### config.mk
export PLATFORM = sky130hd
export DESIGN_NAME = cpu_top
export DESIGN_NICKNAME = d
export VERILOG_FILES = /design/src/design/cpu_pkg.sv /design/src/design/cpu_control.sv /design/src/design/cpu_top.sv /design/src/design/data_port.sv /design/src/design/execute_unit.sv /design/src/design/inst_cache.sv /design/src/design/reg_file.sv
export SDC_FILE = /design/constraint.sdc
export NUM_CORES = 2
export LEC_CHECK = 0
export BUFFER_PORTS_ARGS = -buffer_cell sky130_fd_sc_hd__buf_2
export CAP_MARGIN = 10
export CORE_MARGIN = 2
export CORE_UTILIZATION = 40
export CTS_CLUSTER_DIAMETER = 100
export DETAILED_ROUTE_END_ITERATION = 6
export MAX_ROUTING_LAYER = met4
export SLEW_MARGIN = 10
export SYNTH_ARGS = -nofsm -noshare
export SYNTH_HDL_FRONTEND = slang
export SYNTH_SLANG_ARGS = --single-unit
### constraint.sdc
create_clock -name clk -period 15.45 [get_ports clk]
set_clock_uncertainty 0.2 [all_clocks]
set_input_delay 2.3175 -clock clk [delete_from_list [all_inputs] [get_ports clk]]
set_output_delay 2.3175 -clock clk [all_outputs]
set_load 0.02 [all_outputs]
### src/design/cpu_pkg.sv
// shared types for the 16-bit core; data addresses assume 16-bit word aligned accesses at mem_base
package cpu_pkg;

    // ########################################################################
    // widths and memory map
    // ########################################################################
    typedef logic [15:0] word_t;
    typedef logic [31:0] addr_t;
    typedef logic [3:0]  reg_idx_t;
    typedef logic [3:0]  page_tag_t;
    typedef logic [6:0]  page_off_t;

    localparam addr_t mem_base   = 32'h0000_1000;
    localparam int    page_words = 128;

    // ########################################################################
    // opcodes and state machines
    // ########################################################################
    typedef enum logic [2:0] {
        op_arith  = 3'b000,
        op_cmpmul = 3'b001,
        op_load   = 3'b010,
        op_store  = 3'b011,
        op_beq    = 3'b100,
        op_jump   = 3'b101
    } opcode_t;

    typedef enum logic [2:0] {
        ctrl_idle, ctrl_fetch, ctrl_decode, ctrl_execute, ctrl_load, ctrl_store, ctrl_write_back
    } ctrl_state_t;

    typedef enum logic [2:0] {
        f_idle, f_hit, f_hit_wait, f_refill_addr, f_refill_data, f_done
    } fetch_state_t;

    typedef enum logic [2:0] {
        m_idle, m_rd_addr, m_rd_data, m_wr_req, m_wr_resp
    } mem_state_t;

    // ########################################################################
    // bus channels and internal requests
    // ########################################################################
    typedef struct packed {
        addr_t araddr;
        logic  arvalid;
    } ar_req_t;

    typedef struct packed {
        word_t rdata;
        logic  rlast;
        logic  rvalid;
    } r_resp_t;

    typedef struct packed {
        addr_t awaddr;
        logic  awvalid;
        word_t wdata;
        logic  wlast;
        logic  wvalid;
    } aw_w_req_t;

    typedef struct packed {
        logic awready;
        logic wready;
        logic bvalid;
    } wr_ack_t;

    typedef struct packed {
        addr_t    addr;
        word_t    wdata;
        reg_idx_t dest;
    } mem_req_t;

    typedef struct packed {
        logic     we;
        reg_idx_t idx;
        word_t    data;
    } reg_wr_t;

    // instruction fields
    function automatic opcode_t instr_op(word_t i);
        return opcode_t'(i[15:13]);
    endfunction

    function automatic reg_idx_t instr_rs(word_t i);
        return i[12:9];
    endfunction

    function automatic reg_idx_t instr_rt(word_t i);
        return i[8:5];
    endfunction

    function automatic reg_idx_t instr_rd(word_t i);
        return i[4:1];
    endfunction

    function automatic logic instr_func(word_t i);
        return i[0];
    endfunction

    // signed 5-bit immediate
    function automatic logic [4:0] instr_imm(word_t i);
        return i[4:0];
    endfunction

    function automatic logic [12:0] instr_target(word_t i);
        return i[12:0];
    endfunction

endpackage

### src/design/cpu_control.sv
// instruction sequencer; pc starts at mem_base and only changes in the execute state
module cpu_control (
    input  logic           clk,
    input  logic           rst_n,
    input  cpu_pkg::word_t instr,
    input  logic           fetch_done,
    input  logic           operands_equal,
    input  logic           load_done,
    input  logic           store_done,
    output cpu_pkg::word_t pc,
    output logic           fetch_start,
    output logic           decode_en,
    output logic           execute_en,
    output logic           wb_en,
    output logic           load_start,
    output logic           store_start,
    output logic           io_stall
);

    cpu_pkg::ctrl_state_t state, state_nxt;
    cpu_pkg::opcode_t     op;
    logic [4:0]           imm;

    assign op  = cpu_pkg::instr_op(instr);
    assign imm = cpu_pkg::instr_imm(instr);

    always_comb begin
        state_nxt = state;
        case (state)
            cpu_pkg::ctrl_idle:   state_nxt = cpu_pkg::ctrl_fetch;
            cpu_pkg::ctrl_fetch:  if (fetch_done) state_nxt = cpu_pkg::ctrl_decode;
            cpu_pkg::ctrl_decode: state_nxt = cpu_pkg::ctrl_execute;
            cpu_pkg::ctrl_execute: begin
                case (op)
                    cpu_pkg::op_load:                  state_nxt = cpu_pkg::ctrl_load;
                    cpu_pkg::op_store:                 state_nxt = cpu_pkg::ctrl_store;
                    cpu_pkg::op_beq, cpu_pkg::op_jump: state_nxt = cpu_pkg::ctrl_fetch;
                    default:                           state_nxt = cpu_pkg::ctrl_write_back;
                endcase
            end
            cpu_pkg::ctrl_load:       if (load_done) state_nxt = cpu_pkg::ctrl_fetch;
            cpu_pkg::ctrl_store:      if (store_done) state_nxt = cpu_pkg::ctrl_fetch;
            cpu_pkg::ctrl_write_back: state_nxt = cpu_pkg::ctrl_fetch;
            default:                  state_nxt = cpu_pkg::ctrl_idle;
        endcase
    end

    // stage pulses are high in the first cycle of their state
    always_ff @(posedge clk or negedge rst_n) begin
        if (!rst_n) begin
            state       <= cpu_pkg::ctrl_idle;
            fetch_start <= 1'b0;
            decode_en   <= 1'b0;
            execute_en  <= 1'b0;
            wb_en       <= 1'b0;
            load_start  <= 1'b0;
            store_start <= 1'b0;
            io_stall    <= 1'b1;
        end else begin
            state       <= state_nxt;
            fetch_start <= state_nxt == cpu_pkg::ctrl_fetch && state != cpu_pkg::ctrl_fetch;
            decode_en   <= state_nxt == cpu_pkg::ctrl_decode;
            execute_en  <= state_nxt == cpu_pkg::ctrl_execute;
            wb_en       <= state_nxt == cpu_pkg::ctrl_write_back;
            load_start  <= state_nxt == cpu_pkg::ctrl_load && state != cpu_pkg::ctrl_load;
            store_start <= state_nxt == cpu_pkg::ctrl_store && state != cpu_pkg::ctrl_store;
            // retire strobe, skipped on the very first fetch
            io_stall    <= !(state_nxt == cpu_pkg::ctrl_fetch && state != cpu_pkg::ctrl_fetch
                             && state != cpu_pkg::ctrl_idle);
        end
    end

    always_ff @(posedge clk or negedge rst_n) begin
        if (!rst_n) begin
            pc <= cpu_pkg::word_t'(cpu_pkg::mem_base);
        end else if (state == cpu_pkg::ctrl_execute) begin
            if (op == cpu_pkg::op_beq && operands_equal)
                pc <= pc + 16'd2 + {{10{imm[4]}}, imm, 1'b0};
            else if (op == cpu_pkg::op_jump)
                pc <= {3'b000, cpu_pkg::instr_target(instr)};
            else
                pc <= pc + 16'd2;
        end
    end

endmodule

### src/design/cpu_top.sv
// top level of the core; one instruction read port, one data read port and one write port
module cpu_top (
    input  logic                clk,
    input  logic                rst_n,
    output logic                io_stall,
    output cpu_pkg::ar_req_t    inst_ar,
    input  cpu_pkg::r_resp_t    inst_r,
    output logic                inst_rready,
    output cpu_pkg::ar_req_t    data_ar,
    input  cpu_pkg::r_resp_t    data_r,
    output logic                data_rready,
    output cpu_pkg::aw_w_req_t  data_wr,
    input  cpu_pkg::wr_ack_t    data_wr_ack,
    output logic                bready
);

    cpu_pkg::word_t    instr;
    cpu_pkg::word_t    pc;
    cpu_pkg::word_t    rs_val;
    cpu_pkg::word_t    rt_val;
    cpu_pkg::word_t    load_data;
    cpu_pkg::reg_idx_t rs_idx;
    cpu_pkg::reg_idx_t rt_idx;
    cpu_pkg::mem_req_t mem_req;
    cpu_pkg::reg_wr_t  wr;
    logic fetch_start, fetch_done;
    logic decode_en, execute_en, wb_en;
    logic load_start, store_start, load_done, store_done;
    logic operands_equal;

    cpu_control u_control (
        .clk, .rst_n, .instr, .fetch_done, .operands_equal, .load_done, .store_done,
        .pc, .fetch_start, .decode_en, .execute_en, .wb_en, .load_start, .store_start,
        .io_stall
    );

    inst_cache u_inst_cache (
        .clk, .rst_n, .fetch_start, .pc, .instr, .fetch_done, .inst_ar, .inst_r, .inst_rready
    );

    reg_file u_reg_file (
        .clk, .rst_n, .rs_idx, .rt_idx, .rs_val, .rt_val, .wr
    );

    execute_unit u_execute (
        .clk, .rst_n, .instr, .decode_en, .execute_en, .wb_en, .rs_val, .rt_val,
        .rs_idx, .rt_idx, .operands_equal, .mem_req, .load_done, .load_data, .wr
    );

    data_port u_data_port (
        .clk, .rst_n, .load_start, .store_start, .mem_req, .load_done, .store_done,
        .load_data, .data_ar, .data_r, .data_rready, .data_wr, .data_wr_ack, .bready
    );

endmodule

### src/design/data_port.sv
// single-beat data master; the first rvalid also acknowledges the read address
module data_port (
    input  logic                clk,
    input  logic                rst_n,
    input  logic                load_start,
    input  logic                store_start,
    input  cpu_pkg::mem_req_t   mem_req,
    output logic                load_done,
    output logic                store_done,
    output cpu_pkg::word_t      load_data,
    output cpu_pkg::ar_req_t    data_ar,
    input  cpu_pkg::r_resp_t    data_r,
    output logic                data_rready,
    output cpu_pkg::aw_w_req_t  data_wr,
    input  cpu_pkg::wr_ack_t    data_wr_ack,
    output logic                bready
);

    cpu_pkg::mem_state_t state;
    logic                aw_ok, w_ok;

    assign data_rready = state == cpu_pkg::m_rd_data;
    assign bready      = state == cpu_pkg::m_wr_resp;
    // each write channel is done once its valid has dropped or is accepted now
    assign aw_ok = !data_wr.awvalid || data_wr_ack.awready;
    assign w_ok  = !data_wr.wvalid || data_wr_ack.wready;

    always_ff @(posedge clk or negedge rst_n) begin
        if (!rst_n) begin
            state      <= cpu_pkg::m_idle;
            data_ar    <= '0;
            data_wr    <= '0;
            load_done  <= 1'b0;
            store_done <= 1'b0;
        end else begin
            load_done  <= 1'b0;
            store_done <= 1'b0;
            case (state)
                cpu_pkg::m_idle: begin
                    if (load_start) begin
                        state           <= cpu_pkg::m_rd_addr;
                        data_ar.arvalid <= 1'b1;
                        data_ar.araddr  <= mem_req.addr;
                    end else if (store_start) begin
                        state           <= cpu_pkg::m_wr_req;
                        data_wr.awaddr  <= mem_req.addr;
                        data_wr.wdata   <= mem_req.wdata;
                        data_wr.awvalid <= 1'b1;
                        data_wr.wvalid  <= 1'b1;
                        data_wr.wlast   <= 1'b1;
                    end
                end
                cpu_pkg::m_rd_addr: state <= cpu_pkg::m_rd_data;
                cpu_pkg::m_rd_data: begin
                    if (data_r.rvalid) begin
                        data_ar.arvalid <= 1'b0;
                        if (data_r.rlast) begin
                            state     <= cpu_pkg::m_idle;
                            load_done <= 1'b1;
                        end
                    end
                end
                cpu_pkg::m_wr_req: begin
                    if (data_wr_ack.awready)
                        data_wr.awvalid <= 1'b0;
                    if (data_wr_ack.wready) begin
                        data_wr.wvalid <= 1'b0;
                        data_wr.wlast  <= 1'b0;
                    end
                    if (aw_ok && w_ok)
                        state <= cpu_pkg::m_wr_resp;
                end
                cpu_pkg::m_wr_resp: begin
                    if (data_wr_ack.bvalid) begin
                        state      <= cpu_pkg::m_idle;
                        store_done <= 1'b1;
                    end
                end
                default: state <= cpu_pkg::m_idle;
            endcase
        end
    end

    // read data register, valid alongside load_done
    always_ff @(posedge clk) begin
        if (state == cpu_pkg::m_rd_data && data_r.rvalid)
            load_data <= data_r.rdata;
    end

endmodule

### src/design/execute_unit.sv
// operand latch, ALU and memory address; slt and mult treat operands as signed
module execute_unit (
    input  logic              clk,
    input  logic              rst_n,
    input  cpu_pkg::word_t    instr,
    input  logic              decode_en,
    input  logic              execute_en,
    input  logic              wb_en,
    input  cpu_pkg::word_t    rs_val,
    input  cpu_pkg::word_t    rt_val,
    output cpu_pkg::reg_idx_t rs_idx,
    output cpu_pkg::reg_idx_t rt_idx,
    output logic              operands_equal,
    output cpu_pkg::mem_req_t mem_req,
    input  logic              load_done,
    input  cpu_pkg::word_t    load_data,
    output cpu_pkg::reg_wr_t  wr
);

    cpu_pkg::word_t rs_q, rt_q, alu_q, alu_res, eff_idx;
    logic [4:0]     imm;

    assign rs_idx         = cpu_pkg::instr_rs(instr);
    assign rt_idx         = cpu_pkg::instr_rt(instr);
    assign imm            = cpu_pkg::instr_imm(instr);
    assign operands_equal = rs_q == rt_q;
    assign eff_idx        = rs_q + {{11{imm[4]}}, imm};

    always_comb begin
        case (cpu_pkg::instr_op(instr))
            cpu_pkg::op_arith:  alu_res = cpu_pkg::instr_func(instr) ? rs_q - rt_q : rs_q + rt_q;
            cpu_pkg::op_cmpmul: alu_res = cpu_pkg::instr_func(instr) ? rs_q * rt_q :
                                          {15'd0, $signed(rs_q) < $signed(rt_q)};
            default:            alu_res = '0;
        endcase
    end

    always_ff @(posedge clk or negedge rst_n) begin
        if (!rst_n) begin
            rs_q    <= '0;
            rt_q    <= '0;
            alu_q   <= '0;
            mem_req <= '0;
        end else if (decode_en) begin
            rs_q <= rs_val;
            rt_q <= rt_val;
        end else if (execute_en) begin
            alu_q         <= alu_res;
            // word index to byte address
            mem_req.addr  <= cpu_pkg::mem_base + {15'd0, eff_idx, 1'b0};
            mem_req.wdata <= rt_q;
            mem_req.dest  <= rt_idx;
        end
    end

    // load data has priority, the two never overlap
    assign wr.we   = wb_en || load_done;
    assign wr.idx  = load_done ? mem_req.dest : cpu_pkg::instr_rd(instr);
    assign wr.data = load_done ? load_data : alu_q;

endmodule

### src/design/inst_cache.sv
// one-page instruction cache; a miss refills all 128 words, so the slave must send a full burst
module inst_cache (
    input  logic              clk,
    input  logic              rst_n,
    input  logic              fetch_start,
    input  cpu_pkg::word_t    pc,
    output cpu_pkg::word_t    instr,
    output logic              fetch_done,
    output cpu_pkg::ar_req_t  inst_ar,
    input  cpu_pkg::r_resp_t  inst_r,
    output logic              inst_rready
);

    cpu_pkg::fetch_state_t state;
    cpu_pkg::page_tag_t    tag, pc_tag;
    cpu_pkg::page_off_t    pc_off, beat_cnt;
    logic                  page_valid;
    logic                  hit;
    cpu_pkg::word_t        cache_mem [cpu_pkg::page_words];

    assign pc_tag      = pc[11:8];
    assign pc_off      = pc[7:1];
    assign hit         = page_valid && tag == pc_tag;
    assign inst_rready = state == cpu_pkg::f_refill_data;

    // ########################################################################
    // fetch FSM and read address channel
    // ########################################################################
    always_ff @(posedge clk or negedge rst_n) begin
        if (!rst_n) begin
            state      <= cpu_pkg::f_idle;
            tag        <= '0;
            page_valid <= 1'b0;
            beat_cnt   <= '0;
            fetch_done <= 1'b0;
            inst_ar    <= '0;
        end else begin
            fetch_done <= state == cpu_pkg::f_done;
            case (state)
                cpu_pkg::f_idle: begin
                    if (fetch_start && hit) begin
                        state <= cpu_pkg::f_hit;
                    end else if (fetch_start) begin
                        state           <= cpu_pkg::f_refill_addr;
                        beat_cnt        <= '0;
                        inst_ar.arvalid <= 1'b1;
                        // page base in bytes
                        inst_ar.araddr  <= cpu_pkg::mem_base + {20'd0, pc_tag, 8'd0};
                    end
                end
                cpu_pkg::f_hit:         state <= cpu_pkg::f_hit_wait;
                cpu_pkg::f_hit_wait:    state <= cpu_pkg::f_done;
                cpu_pkg::f_refill_addr: state <= cpu_pkg::f_refill_data;
                cpu_pkg::f_refill_data: begin
                    if (inst_r.rvalid) begin
                        // first beat also accepts the address
                        inst_ar.arvalid <= 1'b0;
                        beat_cnt        <= beat_cnt + 7'd1;
                        if (inst_r.rlast) begin
                            state      <= cpu_pkg::f_done;
                            tag        <= pc_tag;
                            page_valid <= 1'b1;
                        end
                    end
                end
                cpu_pkg::f_done: state <= cpu_pkg::f_idle;
                default:         state <= cpu_pkg::f_idle;
            endcase
        end
    end

    // ########################################################################
    // page array and instruction register
    // ########################################################################
    always_ff @(posedge clk) begin
        if (state == cpu_pkg::f_refill_data && inst_r.rvalid) begin
            cache_mem[beat_cnt] <= inst_r.rdata;
            // requested word goes straight out, no second lookup
            if (beat_cnt == pc_off)
                instr <= inst_r.rdata;
        end else if (state == cpu_pkg::f_hit) begin
            instr <= cache_mem[pc_off];
        end
    end

endmodule

### src/design/reg_file.sv
// sixteen general registers; reads are combinational, a write shows on the next cycle
module reg_file (
    input  logic              clk,
    input  logic              rst_n,
    input  cpu_pkg::reg_idx_t rs_idx,
    input  cpu_pkg::reg_idx_t rt_idx,
    output cpu_pkg::word_t    rs_val,
    output cpu_pkg::word_t    rt_val,
    input  cpu_pkg::reg_wr_t  wr
);

    cpu_pkg::word_t regs [16];

    assign rs_val = regs[rs_idx];
    assign rt_val = regs[rt_idx];

    always_ff @(posedge clk or negedge rst_n) begin
        if (!rst_n) begin
            for (int i = 0; i < 16; i++)
                regs[i] <= '0;
        end else if (wr.we) begin
            regs[wr.idx] <= wr.data;
        end
    end

endmodule

After elaboration in Yosys (flattened, before gate mapping)
Memories as Yosys holds them, arrays and structs flattened. A register that Yosys moved wholly into a read port is not among the register bits.
Cells that the tools add are included.
- bits in registers: 476
- memory bits (writable): 2048
- input bits: 41
- word-level logic and storage cells: 215
- memories kept: 1
- memory list (name ; depth ; width ; rd ports ; clocked after memory_dff ; write ports ; line ; source):
    u_inst_cache.cache_mem ; 128 ; 16 ; 1 ; 1 ; 1 ; inst_cache.sv:19 ; cpu_pkg::word_t cache_mem [cpu_pkg::page_words];
- add/subtract/negate cells: 8
- multiply operators: 1
- order comparisons: 5
- equal/unequal tests: 48
- multiplexer cells: 57
- bitwise logic cells: 6
- reduce and logical (&&, ||, !) cells: 40
- operators with widths (cell ; number):
    256-bit bitwise mux ; 1
    16-bit 2-to-1 mux ; 10
    16-bit binary-select mux with 4-bit select ; 2
    16-bit demux with 4-bit select ; 1
    16-bit adder ; 3
    3-bit 2-to-1 mux ; 13
    19-bit 2-to-1 mux ; 2
    3-bit equality test (second input constant) ; 11
    16-bit case mux with 2 select lines ; 1
    3-bit by 2-bit equality test with 1-bit output (second input constant) ; 10
    3-bit case mux with 5 select lines ; 2
    2-bit != test (second input constant) ; 13
    7-bit 2-to-1 mux ; 3
    13-bit by 17-bit adder with 18-bit output (first input constant) ; 1
    3-bit case mux with 6 select lines ; 1
    16-bit by 2-bit adder with 16-bit output (second input constant) ; 1
    16-bit equality test ; 1
    16-bit < comparator ; 1
    16-bit by 16-bit multiplier with 16-bit output ; 1
    16-bit subtractor ; 1
    3-bit by 1-bit equality test with 1-bit output (second input constant) ; 5
    5-bit >= comparator (second input constant) ; 3
    4-bit inverter with 5-bit output ; 3
    3-bit AND reduction ; 5
    other kinds (27) ; 70

Logic depth before layout (Yosys ltp)
- word-level depth: 8
- mapped depth: 23
- depth with buffers taken out: 22

By module
From an unflattened synthesis, not the netlist that was laid out.
- cell total of the unflattened synthesis: 6565
- area, all modules: 111115.3 sq um
- modules (own cells, without submodules) (module ; instances ; cells each ; area an instance (sq um) ; seq. area each (sq um)):
    inst_cache ; 1 ; 4064 ; 81515.7 ; 62530.0
    reg_file ; 1 ; 849 ; 13460.4 ; 6406.1
    execute_unit ; 1 ; 1146 ; 9924.5 ; 2127.0
    data_port ; 1 ; 230 ; 3980.1 ; 2682.6
    cpu_control ; 1 ; 276 ; 2234.6 ; 653.1

Least setup slack after synthesis
Ideal clock, no wire load.
- path type: register -> register
- from: register u_execute.rt_q[1]
- to: register u_execute.alu_q[14]
- library setup time: 0.128 ns
- data arrival time: 5.465 ns
- required time: 15.122 ns
- path slack: 9.657 ns
- stages on the path, launching flop included: 20
- period minus slack after synthesis: 5.793 ns
- cells stage by stage: dfrtp_1 > clkbuf_1 > nand2_1 > fa_1 > fa_1 > fa_1 > fa_1 > inv_1 > fa_1 > inv_1 > fa_1 > inv_1 > ha_1 > nand3_1 > nor3_1 > a2111oi_0 > a211oi_1 > xnor2_1 > a2bb2oi_1 > o21ai_0
- word-level cells in the longest chain between the ends: 3
- elaborated cells between the ends (all ways): 6
- classes of those cells: add/sub (2); mul (1); mux (3)
- RTL lines (element ; line ; source):
    from (decl) ; execute_unit.sv:20 ; cpu_pkg::word_t rs_q, rt_q, alu_q, alu_res, eff_idx;
    from (signal assigned) ; execute_unit.sv:46 ; rt_q <= rt_val;
    16-bit by 16-bit multiplier with 16-bit output, or another cell as far along ; execute_unit.sv:32 ; cpu_pkg::op_cmpmul: alu_res = cpu_pkg::instr_func(instr) ? rs_q * rt_q :
    16-bit 2-to-1 mux (on tied branches) ; execute_unit.sv:32, execute_unit.sv:31 ;
    16-bit case mux with 2 select lines (*) ; execute_unit.sv:30 ; case (cpu_pkg::instr_op(instr))
    to (signal assigned) ; execute_unit.sv:48 ; alu_q <= alu_res;
    to (decl) ; execute_unit.sv:20 ;
Every way passes the cells marked *; elsewhere a longest branch is shown, timed or not.
A chain may end at the register's enable or synchronous reset.

Worst setup path in the final report
- from: register u_execute.rs_q[1]
- to: register u_execute.alu_q[14]
- word-level cells in the longest chain between the ends: 3
- elaborated cells between the ends (all ways): 6
- classes of those cells: add/sub (2); mul (1); mux (3)
- RTL lines (element ; line ; source):
    from (decl) ; execute_unit.sv:20 ;
    from (signal assigned) ; execute_unit.sv:45 ; rs_q <= rs_val;
    16-bit by 16-bit multiplier with 16-bit output, or another cell as far along ; execute_unit.sv:32 ;
    16-bit 2-to-1 mux (on tied branches) ; execute_unit.sv:32, execute_unit.sv:31 ;
    16-bit case mux with 2 select lines (*) ; execute_unit.sv:30 ;
Marked as above.

==> results.tsv <==
stage	metric	value	unit
finish	Layout Cell Area excl Fill	120000	um2
floorplanning	ports placed on the boundary	162	
power	Clk network pwr share	28.7	%
synthesis	top flip-flop cell by instance count after synthesis	sky130_fd_sc_hd__edfxtp_1	
cts	count of hold buffers inserted by post-cts repair	0	
power	Power Dens Cells	169	nW/um2
routing	via total after detailed routing	55600	
power	internal power	13.8	mW
place	detailed placer's ending HPWL	165000	um
synthesis	count of cell types in the netlist	70	
synthesis	Avg Cell Area, Syn	18.5	um2
hold_path	Tightest Hold Check Type	reg2reg	
cts	clock buffers created by TritonCTS	249	
worst_setup_path	Req. time, crit path	15.97	ns
synthesis	netlist area before placement	107000	um2
cts	register clock-pin slew on the reported worst setup and hold paths	0.06	ns
routing	total wire length	280000	um
worst_setup_path	critical path endpoint category	flip-flop	
floorplanning	DIE AREA	271000	um2
finish	flip-flop and latch area	73500	um2
routing	number of iterations in the first detailed-routing pass	6	
cts	H-tree depth	4	
global_routing	gr usage total	21.2	%
floorplanning	horizontal die dimension	521	um
floorplanning	die height	521	um
cts	CTS sink count	2522	
timing	Slew @ Worst Pin	1.25	ns
routing	Post-DRT Antenna Nets	0	
cts	clock latency at the later pin of the worst-skew pair	0.92	ns
synthesis	register area share after synthesis	68.9	%
place	Port Buf Inserts	104	
timing	setup TNS after final layout	0	ns
timing	Post-Route Hold Slack	0.272	ns
power	switching part of the total	31.9	%
place	placement-stage worst setup slack	8.57	ns
timing	period utilisation layout	45.5	%
synthesis	FFs w/ async S/R, synth	17.5	%
cts	Post-CTS Setup Inserts	0	
timing	final critical-path setup slack	8.43	ns
power	part of the total power dissipated in sequential elements	40.8	%
timing	endpoints failing setup	0	
finish	Layout fillers	22600	
power	peak supply drop	0.155	mV
routing	post-detailed-route DRC marker count	0	
finish	multi-input combinational cell area	31200	um2
finish	synthesis-to-layout area growth	12.2	%
timing	endpoints failing hold	0	
finish	most frequent cells in the layout	sky130_fd_sc_hd__edfxtp_1, sky130_fd_sc_hd__mux4_2, sky130_fd_sc_hd__dfrtp_1, sky130_fd_sc_hd__nand2_1, sky130_fd_sc_hd__nor2_1	
global_routing	overall overflow remaining after global route	0	
power	share of total power in combinational logic	30.5	%
cts	clock tree root buffer cell	sky130_fd_sc_hd__clkbuf_16	
job	Max Cap Viol	0	
worst_setup_path	CP Class	reg2reg	
global_routing	wire length of the first global-routing pass	406000	um
finish	most common cell after layout, fill and taps aside	sky130_fd_sc_hd__edfxtp_1	
timing	final-report max-slew violation count	0	
power	leakage power of the design	40.8	nW
routing	routed length per placed instance	28.7	um
timing	f_max	142	MHz
finish	total number of nets in the final design	6253	
floorplanning	number of rows in the core area	189	
worst_setup_path	Worst Path Max Fanout	12	
global_routing	via count of the first global-routing pass	56000	
global_routing	initial antenna violation count	15	
cts	buffers from clock root to sink, at most	4	
status	outcome	finished clean	
finish	layout cells sized above 1	26.2	%
power	reported net switching power	6.45	mW
synthesis	Synth Instances	5776	
synthesis	flip-flop and latch count after synthesis	2522	
routing	routed via count divided by cell count	5.70	
place	area post-placement	112000	um2
synthesis	count of flip-flops with a built-in enable after synthesis	2080	
cts	CTS tree	yes	
floorplanning	Starting Density	40.2	%
worst_setup_path	worst path arrival time	7.54	ns
timing	final critical-path required period	7.02	ns
worst_setup_path	type of element launching the critical path	flip-flop	
routing	count of routing violations after the opening detailed-route iteration	6605	
timing	Max-slew headroom	16.4	%
floorplanning	area of the core	265000	um2
place	routability congestion estimate from global placement	0.867	
global_routing	largest net degree at the start of global routing	183	
synthesis	Yosys warning count	0	
cts	count of cells resized by post-cts repair	0	
timing	unrepaired setup endpoints after global routing	false	
==> state kept, by name, indices dropped and copies added (netlist names), 16 cells and up <==
signal / count
u_data_port.data_ar: 18
u_data_port.load_data: 16
u_inst_cache.cache_mem: 2048
u_execute.rt_q: 16
u_data_port.data_wr: 35
u_reg_file.regs: 256
u_inst_cache.instr: 16
u_execute.alu_q: 16
u_execute.mem_req: 37
u_execute.rs_q: 16
==> power groups by stage <==
stage | clock network [mW] | logic [mW] | registers, mW
finish | 5.82 | 6.17 | 8.25
global route | 6.18 | 6.58 | 8.30
CTS | 5.93 | 6.24 | 8.24
detailed placement | 0 | 6.23 | 8.38
global placement | 0 | 6.20 | 8.36
floorplan | 0 | 4.25 | 8.15
==> cell type report <==
class,count,area share [%]
multi-input combinational,2746,26.0
clock buffer,328,5.59
sequential,2522,61.4
inverter,173,0.542
timing repair buffer,324,1.93
antenna,12,0.0251
clock inverter,117,0.819
tap,3533,3.69
==> critical path, cell delays in order (launching register included) <==
cell,delay (ns)
sky130_fd_sc_hd__dfrtp_1,0.70
sky130_fd_sc_hd__clkinv_1,0.57
sky130_fd_sc_hd__nor2_1,0.26
sky130_fd_sc_hd__fa_1,0.45
sky130_fd_sc_hd__fa_1,0.45
sky130_fd_sc_hd__ha_1,0.21
sky130_fd_sc_hd__fa_1,0.48
sky130_fd_sc_hd__inv_1,0.06
sky130_fd_sc_hd__fa_1,0.49
sky130_fd_sc_hd__fa_1,0.49
sky130_fd_sc_hd__inv_1,0.04
sky130_fd_sc_hd__ha_1,0.22
sky130_fd_sc_hd__a2111oi_0,0.69
sky130_fd_sc_hd__nor3_1,0.16
sky130_fd_sc_hd__a2111oi_0,0.75
sky130_fd_sc_hd__a211oi_1,0.20
sky130_fd_sc_hd__xnor2_1,0.19
sky130_fd_sc_hd__a2bb2oi_1,0.17
sky130_fd_sc_hd__o21ai_0,0.11
==> Yosys cell counts, drive strengths merged (15+ instances only) <==
| cell | count | area share [%] |
|---|---|---|
| nand3 | 30 | 0.14 |
| clkbuf | 234 | 0.82 |
| ha | 113 | 1.3 |
| o21ai | 275 | 1.3 |
| buf | 157 | 0.87 |
| nor2b | 20 | 0.12 |
| nand2b | 15 | 0.088 |
| xor2 | 37 | 0.30 |
| mux2 | 76 | 0.80 |
| xnor2 | 59 | 0.48 |
| inv | 172 | 0.60 |
| nand2 | 387 | 1.4 |
| edfxtp | 2080 | 58 |
| mux2i | 41 | 0.38 |
| a31oi | 15 | 0.088 |
| and2 | 53 | 0.31 |
| a21oi | 164 | 0.77 |
| mux4 | 832 | 18 |
| nor2 | 315 | 1.1 |
| fa | 83 | 1.6 |
| dfrtp | 441 | 10 |
| nor3 | 26 | 0.12 |
==> routing by layer <==
metal / GRT usage, % / up-vias / part of all wire (%)
met4: 4.59 / 0 / 2.2
met3: 3.27 / 408 / 7.2
met1: 30.3 / 29900 / 43
met2: 32.3 / 2161 / 47
li1: - / 23200 / -
met5: - / - / 0
==> worst paths after layout <==
path	startpoint	end	slack [ns]	cells past startpoint
setup / recovery	u_execute.rs_q[1]$_DFFE_PN0P_	u_execute.alu_q[14]$_DFFE_PN0P_	8.43	18
hold / removal	u_inst_cache.page_valid$_DFFE_PN0P_	u_inst_cache.page_valid$_DFFE_PN0P_	0.27	1
setup reg to reg	u_execute.rs_q[1]$_DFFE_PN0P_	u_execute.alu_q[14]$_DFFE_PN0P_	8.43	18
hold reg to reg	u_inst_cache.page_valid$_DFFE_PN0P_	u_inst_cache.page_valid$_DFFE_PN0P_	0.27	1
max in group asynchronous	rst_n	u_reg_file.regs[252]$_DFFE_PN0P_	11.30	3
min in group asynchronous	rst_n	u_data_port.load_done$_DFF_PN0_	1.28	1
==> through the flow <==
step	power [mW]	cells	utilization (%)
2_1_floorplan	12.4	5832	-
3_5_place_dp	14.6	9298	42.2
5_1_grt	21.1	9748	45.2
3_3_place_gp	14.6	9298	42.2
4_1_cts	20.4	9743	45.1
6_report	20.2	9755	45.2
==> cells by family after synthesis <==
kind of cell	Yosys count	share of synthesized area (%)
xor gates and xnor gates	96	0.787
adders and majority gates	196	2.88
buffers and inverters	564	2.30
AOI/OAI and AO/OA	558	2.91
other	1	0.00351
and+or+nand+nor	890	3.53
muxes	949	18.7
DFF	2522	68.9
(Power assumes the default switching activity.)
